===== src/hdl/ifu_cfg.svh =====
`ifndef IFU_CFG_SVH
`define IFU_CFG_SVH

// address of the first fetch after reset
`define IFU_RESET_PC 32'h3000_0000

// bytes per instruction, no compressed encodings
`define IFU_INST_STEP 4

// width of the read address bus and of the pc
`define IFU_ADDR_W 32

`endif


===== src/hdl/ifu_pkg.sv =====
`include "ifu_cfg.svh"

package ifu_pkg;

	// fetch address and pc
	typedef logic [`IFU_ADDR_W-1:0] addr_t;

	// one uncompressed instruction word
	typedef logic [31:0] inst_t;

	// read response codes of the bus
	typedef enum logic [1:0] {
		RESP_OKAY   = 2'b00,
		RESP_EXOKAY = 2'b01,
		RESP_SLVERR = 2'b10,
		RESP_DECERR = 2'b11
	} resp_t;

	// fetch sequencing
	// S_ADDR drives the address, S_DATA waits for the word
	// and S_HOLD offers it to decode
	typedef enum logic [1:0] {
		S_ADDR = 2'b00,
		S_DATA = 2'b01,
		S_HOLD = 2'b10
	} fetch_state_t;

endpackage


===== src/hdl/fetch_ctrl.sv =====
`timescale 1ns/1ps

module fetch_ctrl import ifu_pkg::*; (
	input  logic clk,
	input  logic rst,

	// one-cycle redirect request from execute
	input  logic flush,

	// bus handshakes
	input  logic arready,
	input  logic rvalid,

	// decode handshake
	input  logic inst_ready,

	output logic arvalid,
	output logic rready,
	output logic inst_valid,

	// strobes for the datapath
	output logic target_capture,
	output logic pc_step,
	output logic pc_load_now,
	output logic pc_load_latched,
	output logic word_capture
);

	fetch_state_t state;
	fetch_state_t state_next;

	// a flush seen while a read was in flight
	logic flush_pend;

	logic in_addr;
	logic in_data;
	logic in_hold;

	logic addr_done;
	logic data_done;
	logic hold_done;
	logic redirect;

	// state decode
	assign in_addr = (state == S_ADDR);
	assign in_data = (state == S_DATA);
	assign in_hold = (state == S_HOLD);

	// bus levels follow the state directly
	assign arvalid = in_addr;
	assign rready  = in_data;

	// word is held back from decode once any flush is known
	// the live flush term is combinational on purpose
	assign inst_valid = in_hold && !flush_pend && !flush;

	// bus transfers
	assign addr_done = in_addr && arready;
	assign data_done = in_data && rvalid;

	// flush during a fetch only gets remembered
	assign target_capture = flush && (in_addr || in_data);

	// live flush has priority over the latched one
	assign pc_load_now     = in_hold && flush;
	assign pc_load_latched = in_hold && !flush && flush_pend;

	// normal advance on a decode transfer
	assign pc_step = inst_valid && inst_ready;

	assign redirect  = pc_load_now || pc_load_latched;
	assign hold_done = redirect || pc_step;

	// word register loads on the data transfer
	assign word_capture = data_done;

	always_comb begin
		state_next = state;
		case (state)
			S_ADDR: begin
				if (addr_done) begin
					state_next = S_DATA;
				end
			end
			S_DATA: begin
				if (data_done) begin
					state_next = S_HOLD;
				end
			end
			S_HOLD: begin
				// discarded words also go back for a new fetch
				if (hold_done) begin
					state_next = S_ADDR;
				end
			end
			default: begin
				state_next = S_ADDR;
			end
		endcase
	end

	always_ff @(posedge clk) begin
		if (rst) begin
			state <= S_ADDR;
		end else begin
			state <= state_next;
		end
	end

	// set on capture and cleared when the redirect is taken
	always_ff @(posedge clk) begin
		if (rst) begin
			flush_pend <= 1'b0;
		end else if (target_capture) begin
			flush_pend <= 1'b1;
		end else if (redirect) begin
			flush_pend <= 1'b0;
		end
	end

endmodule


===== src/hdl/pc_gen.sv =====
`timescale 1ns/1ps
`include "ifu_cfg.svh"

module pc_gen import ifu_pkg::*; (
	input  logic  clk,
	input  logic  rst,

	// redirect address from execute
	input  addr_t flush_target,

	// strobes from the control FSM
	input  logic  target_capture,
	input  logic  pc_step,
	input  logic  pc_load_now,
	input  logic  pc_load_latched,

	// current fetch address
	output addr_t pc
);

	localparam addr_t RESET_PC  = addr_t'(`IFU_RESET_PC);
	localparam addr_t INST_STEP = addr_t'(`IFU_INST_STEP);

	// target saved from a flush during an in-flight fetch
	addr_t target_latch;

	addr_t pc_seq;
	addr_t pc_next;

	// sequential successor
	assign pc_seq = pc + INST_STEP;

	// strobes are exclusive so the order only matters for clarity
	always_comb begin
		pc_next = pc;
		if (pc_load_now) begin
			pc_next = flush_target;
		end else if (pc_load_latched) begin
			pc_next = target_latch;
		end else if (pc_step) begin
			pc_next = pc_seq;
		end
	end

	always_ff @(posedge clk) begin
		if (rst) begin
			pc <= RESET_PC;
		end else begin
			pc <= pc_next;
		end
	end

	// later flushes overwrite the saved target
	always_ff @(posedge clk) begin
		if (target_capture) begin
			target_latch <= flush_target;
		end
	end

endmodule


===== src/hdl/inst_latch.sv =====
`timescale 1ns/1ps

module inst_latch import ifu_pkg::*; (
	input  logic  clk,
	input  logic  rst,

	// load strobe on the read data transfer
	input  logic  word_capture,

	// read data channel
	input  inst_t rdata,
	input  resp_t rresp,

	// towards decode
	output inst_t inst,
	output logic  inst_err
);

	logic resp_bad;

	// exclusive okay counts as success
	assign resp_bad = (rresp == RESP_SLVERR) || (rresp == RESP_DECERR);

	// word and error level stay put until the next read returns
	always_ff @(posedge clk) begin
		if (rst) begin
			inst     <= '0;
			inst_err <= 1'b0;
		end else if (word_capture) begin
			inst     <= rdata;
			inst_err <= resp_bad;
		end
	end

endmodule


===== src/hdl/ifu.sv =====
`timescale 1ns/1ps

module ifu import ifu_pkg::*; (
	input  logic  clk,
	input  logic  rst,

	// redirect from execute
	input  logic  flush,
	input  addr_t flush_target,

	// read address channel
	output addr_t araddr,
	output logic  arvalid,
	input  logic  arready,

	// read data channel
	input  inst_t rdata,
	input  resp_t rresp,
	input  logic  rvalid,
	output logic  rready,

	// decode channel
	output inst_t inst,
	output logic  inst_err,
	output addr_t inst_pc,
	output logic  inst_valid,
	input  logic  inst_ready
);

	// control to datapath strobes
	logic target_capture;
	logic pc_step;
	logic pc_load_now;
	logic pc_load_latched;
	logic word_capture;

	addr_t pc;

	// the held word always belongs to the address that fetched it
	assign araddr  = pc;
	assign inst_pc = pc;

	fetch_ctrl i_ctrl (
		.clk             (clk),
		.rst             (rst),
		.flush           (flush),
		.arready         (arready),
		.rvalid          (rvalid),
		.inst_ready      (inst_ready),
		.arvalid         (arvalid),
		.rready          (rready),
		.inst_valid      (inst_valid),
		.target_capture  (target_capture),
		.pc_step         (pc_step),
		.pc_load_now     (pc_load_now),
		.pc_load_latched (pc_load_latched),
		.word_capture    (word_capture)
	);

	pc_gen i_pc (
		.clk             (clk),
		.rst             (rst),
		.flush_target    (flush_target),
		.target_capture  (target_capture),
		.pc_step         (pc_step),
		.pc_load_now     (pc_load_now),
		.pc_load_latched (pc_load_latched),
		.pc              (pc)
	);

	inst_latch i_word (
		.clk          (clk),
		.rst          (rst),
		.word_capture (word_capture),
		.rdata        (rdata),
		.rresp        (rresp),
		.inst         (inst),
		.inst_err     (inst_err)
	);

endmodule


===== config.mk =====
export PLATFORM = sky130hd
export DESIGN_NAME = ifu
export DESIGN_NICKNAME = d
export VERILOG_FILES = /design/src/hdl/ifu_pkg.sv /design/src/hdl/fetch_ctrl.sv /design/src/hdl/pc_gen.sv /design/src/hdl/inst_latch.sv /design/src/hdl/ifu.sv
export VERILOG_INCLUDE_DIRS = /design/src /design/src/hdl
export SDC_FILE = /design/constraint.sdc
export NUM_CORES = 1
export LEC_CHECK = 0
export BUFFER_PORTS_ARGS = -buffer_cell sky130_fd_sc_hd__clkbuf_2
export CORE_UTILIZATION = 50
export CTS_CLUSTER_SIZE = 16
export DETAILED_ROUTE_END_ITERATION = 8
export PLACE_DENSITY = 0.8
export SETUP_SLACK_MARGIN = 0.1
export SLEW_MARGIN = 5
export SYNTH_ARGS = -nofsm -noshare
export SYNTH_HDL_FRONTEND = slang
export SYNTH_HIERARCHICAL = 1
export SYNTH_SLANG_ARGS = --single-unit

===== constraint.sdc =====
create_clock -name clk -period 2.2 [get_ports clk]
set_input_delay 0.44 -clock clk [delete_from_list [all_inputs] [get_ports clk]]
set_output_delay 0.44 -clock clk [all_outputs]
set_load 0.05 [all_outputs]

==> results.md <==
* Outcome: finished, final reports clean
* VDD IR max at between 0.2 and 0.3 mV
* # DRC at 0
* Die height at 100.6 microns
* TNS Setup at 0 ns
* Critical Path Start Type: register
* FF/Latch Area at approximately 2300 sq um
* CTS root buf: clkbuf_8
* Worst Setup End Kind: register
* Total GRT Usage at 0.2566
* Hold Path Class: input port to register
* Synth unique cells at 59
* Hold depth at 1
* Final setup fails at 0
* Max Cap Viol at 0
* Core region area at approximately 9300 sq um
* Reg2reg end: i_pc/pc[11]
* Worst Reg-to-Reg Cells at 8
* First-pass GRT wire length at between 20000 and 25000 microns
* Layout cells sized above 1 at 0.3544
* 1st-pass router iterations at 6
* Yosys top cell area share at 0.2798
* Crit path kind: register to register
* Synthesized net count at 572
* Post-synth EDFFs at 32
* Most frequent cells in the layout: clkbuf_2 (170), dfxtp_1 (66), nor2_1 (58), mux2i_1 (40), a21oi_1 (35)
* Gate power share at 0.157
* Pint at between 2000 and 3000 uW
* Clk slew on worst S/H paths at approximately 0.10 ns
* Max clock buf depth at 2
* Row cnt at 35
* Commonest non-fill, non-tap cell in the layout: clkbuf_2
* Switching Fraction at 0.2946
* Post-Syn Instances at ~500
* CP top delay family: simple AND/OR/NAND/NOR gates
* Final worst slack at about 0.27 ns
* Period utilisation layout at 0.8795
* Final hold vios at 0
* Mean post-synth cell area at ~9.7 sq um
* Die width at between 100 and 150 microns
* Final Wtd Congestion at between 0.9 and 1
* Worst rel slew slack at 0.6946
* Pwr Density at ~640 nW/um^2
* Hold_buf cts at 0
* Largest net degree at the start of global routing at 43
* Htree depth at 3
* PortBufs at between 150 and 200
* P&R area growth vs syn at 20.63%
* Synth area leaders: dfxtp_1 (28%), edfxtp_1 (20%), mux2i_1 (8.2%), buf_4 (5.2%), nor2_1 (4.6%)
* Worst R2R Setup Slack at approximately 0.27 ns
* #FFs+latches synth at 100
* Clock Latency Late Sink at between 0.3 and 0.4 ns
* Antenna violations before repair at 0
* Fill cells at slightly above 800
* Synth area leader: dfxtp_1
* Total CTS buffers at 9
* CP max FO at 16
* Number of top-level pins at approximately 170
* Seq pwr share at 0.548
* Die area at slightly above 10000 sq um
* Worst path slowest cell: dfxtp_2
* CTS sink cnt at 100
* Worst-path cell chain: nor4b_4 -> and2_1 -> buf_4 -> nand2_1 -> nor3_2 -> xor2_1 -> a222oi_1 -> nor2_1
* Worst r2r src: i_ctrl/state[1]
* Hold Crit Start: flush_target[11]
* Vias in the first global route at approximately 4100
* Starting Density at 0.5215
* Worst path max stage delay at ~0.42 ns
* WP data required at 2.44 ns
* CTS tree: built
* Vias per Instance at 5.613
* Synth Cell Area at 4865 sq um
* Dpl ws at about 0.068 ns
* Final HPWL DP at about 9400 microns
* Buf/Inv on CP at 1
* Area taken by multi-input logic gates at ~2100 sq um
* Post-synth top flop: dfxtp_1
* Psw at ~1100 uW
* Synth Warn # at 6
* Post-CTS Setup Bufs at 0
* Inserted Diodes at 0
* Post-route ant nets at 0
* Seq/Total Area, Yosys at 0.4774
* Fraction of registers with async set/reset at 0
* Max Slew Vio Count at 0
* Initial DRC count at 306
* Critical path arrival at 2.17 ns
* Via count at ~4400
* Layout Skew at 0.01101 ns
* Clock network fraction of total power at 0.295
* Final nets at 718
* Unrepaired setup endpoints after global routing: yes
* WHS Endpoint: i_pc/target_latch[11]
* Congestion Overflow GR at 0
* WL/cell at around 16 microns
* Wirelength, routed at between 10000 and 15000 microns
* Fmax achieved at 516.8 MHz
* Pleak at approximately 0.0025 uW
* Worst Max-Slew Pin Slew at around 0.46 ns
* Fin crit period at ~1.9 ns
==> stage by stage <==
step                      total power, uW  std cells    util  area (sq um)  hold slack (ns)
final                                3754        778  0.6291          5868           0.2756
after global routing                 3902        778  0.6291          5868           0.2519
after CTS                            3783        778  0.6286          5863           0.2563
after detailed placement             2685        763  0.6093          5683           0.4859
after global placement               2668        763  0.6093          5683           0.4731
after floorplan                      2519        499       -          4916           0.4607
==> synthesized netlist by cell type (3+ instances only) <==
master and n:
buf_2 5, a22oi_1 6, a222oi_1 3, buf_4 34, a21oi_1 35, nor3_1 12
nor2_1 59, a211oi_1 8, nand3_1 20, nand4_1 9, and2_1 4, mux2i_1 40
nor2b_1 4, dfxtp_1 68, o22ai_1 11, xnor2_1 10, and3_1 4, buf_1 4
and4_1 3, buf_12 3, o21ai_0 12, xor2_1 6, clkbuf_1 13, nor3b_1 7
nand2_1 26, nor4_1 3, o211ai_1 4, o221ai_1 4, nand2b_1 8, inv_1 6
edfxtp_1 32
==> worst reg2reg max path, cell delays in order (launching register included) <==
cell and delay (ns):
dfxtp_2 0.42, nor4b_4 0.24, and2_1 0.20, buf_4 0.24
nand2_1 0.09, nor3_2 0.13, xor2_1 0.10, a222oi_1 0.33
nor2_1 0.07
==> power by group through the flow <==
stage               Combinational (uW)  Clock [uW]  Sequential, uW
global route                       625        1210            2070
CTS                                590        1140            2060
detailed placement                 588           0            2100
floorplan                          291           0            2230
finish                             588        1110            2060
global placement                   577           0            2090
==> cells by family after synthesis <==
family	count (synthesis)	share of synthesized area
compound gates	101	0.1337
xor+xnor	16	0.02881
fa+ha+maj	1	0.002572
buf+inv	70	0.09490
flops	100	0.4774
mux	40	0.08230
simple gates	171	0.1803
==> flip-flops by register name, summed over array words and instances (netlist names) <==
signal             count
i_ctrl/flush_pend      1
i_ctrl/state           2
i_pc/pc               32
i_pc/target_latch     32
i_word/inst           32
i_word/inst_err        1
==> how the worst max path moves through the flow <==
| stage | slack [ns] | to | start | depth (start not counted) |
|---|---|---|---|---|
| after detailed placement | 0.07 | i_pc/pc[11] | flush | 9 |
| after global routing | 0.07 | i_pc/pc[11] | i_ctrl/state[1] | 8 |
| after floorplan | -0.14 | i_pc/pc[26] | flush | 8 |
| after global placement | 0.1 | i_pc/pc[11] | flush | 9 |
| final | 0.27 | i_pc/pc[11] | i_ctrl/state[1] | 8 |
| after CTS | 0.15 | i_pc/pc[11] | i_ctrl/state[1] | 8 |
==> final cells by class <==
| class | instances | share of cell area |
|---|---|---|
| sequential | 100 | 0.3962 |
| multi-input combinational | 329 | 0.3588 |
| timing repair buffer | 197 | 0.1817 |
| tap | 129 | 0.02751 |
| clock buffer | 10 | 0.02537 |
| clock inverter | 5 | 0.005330 |
| inverter | 8 | 0.005117 |
==> routing by layer <==
metal	wire length [microns]	GRT usage	part of all wire
met2	6233	0.4168	0.49
met4	280	0.1037	0.022
met5	0	0	0
met3	965	0.04161	0.075
met1	5332	0.3419	0.42
==> timing repair <==
item	4_1_cts	5_1_grt
gates resized for setup	0	3
endpoints found under the setup margin	0	5
hold endpoints to repair	0	0
No activity file was read; power rests on OpenSTA's default activity.
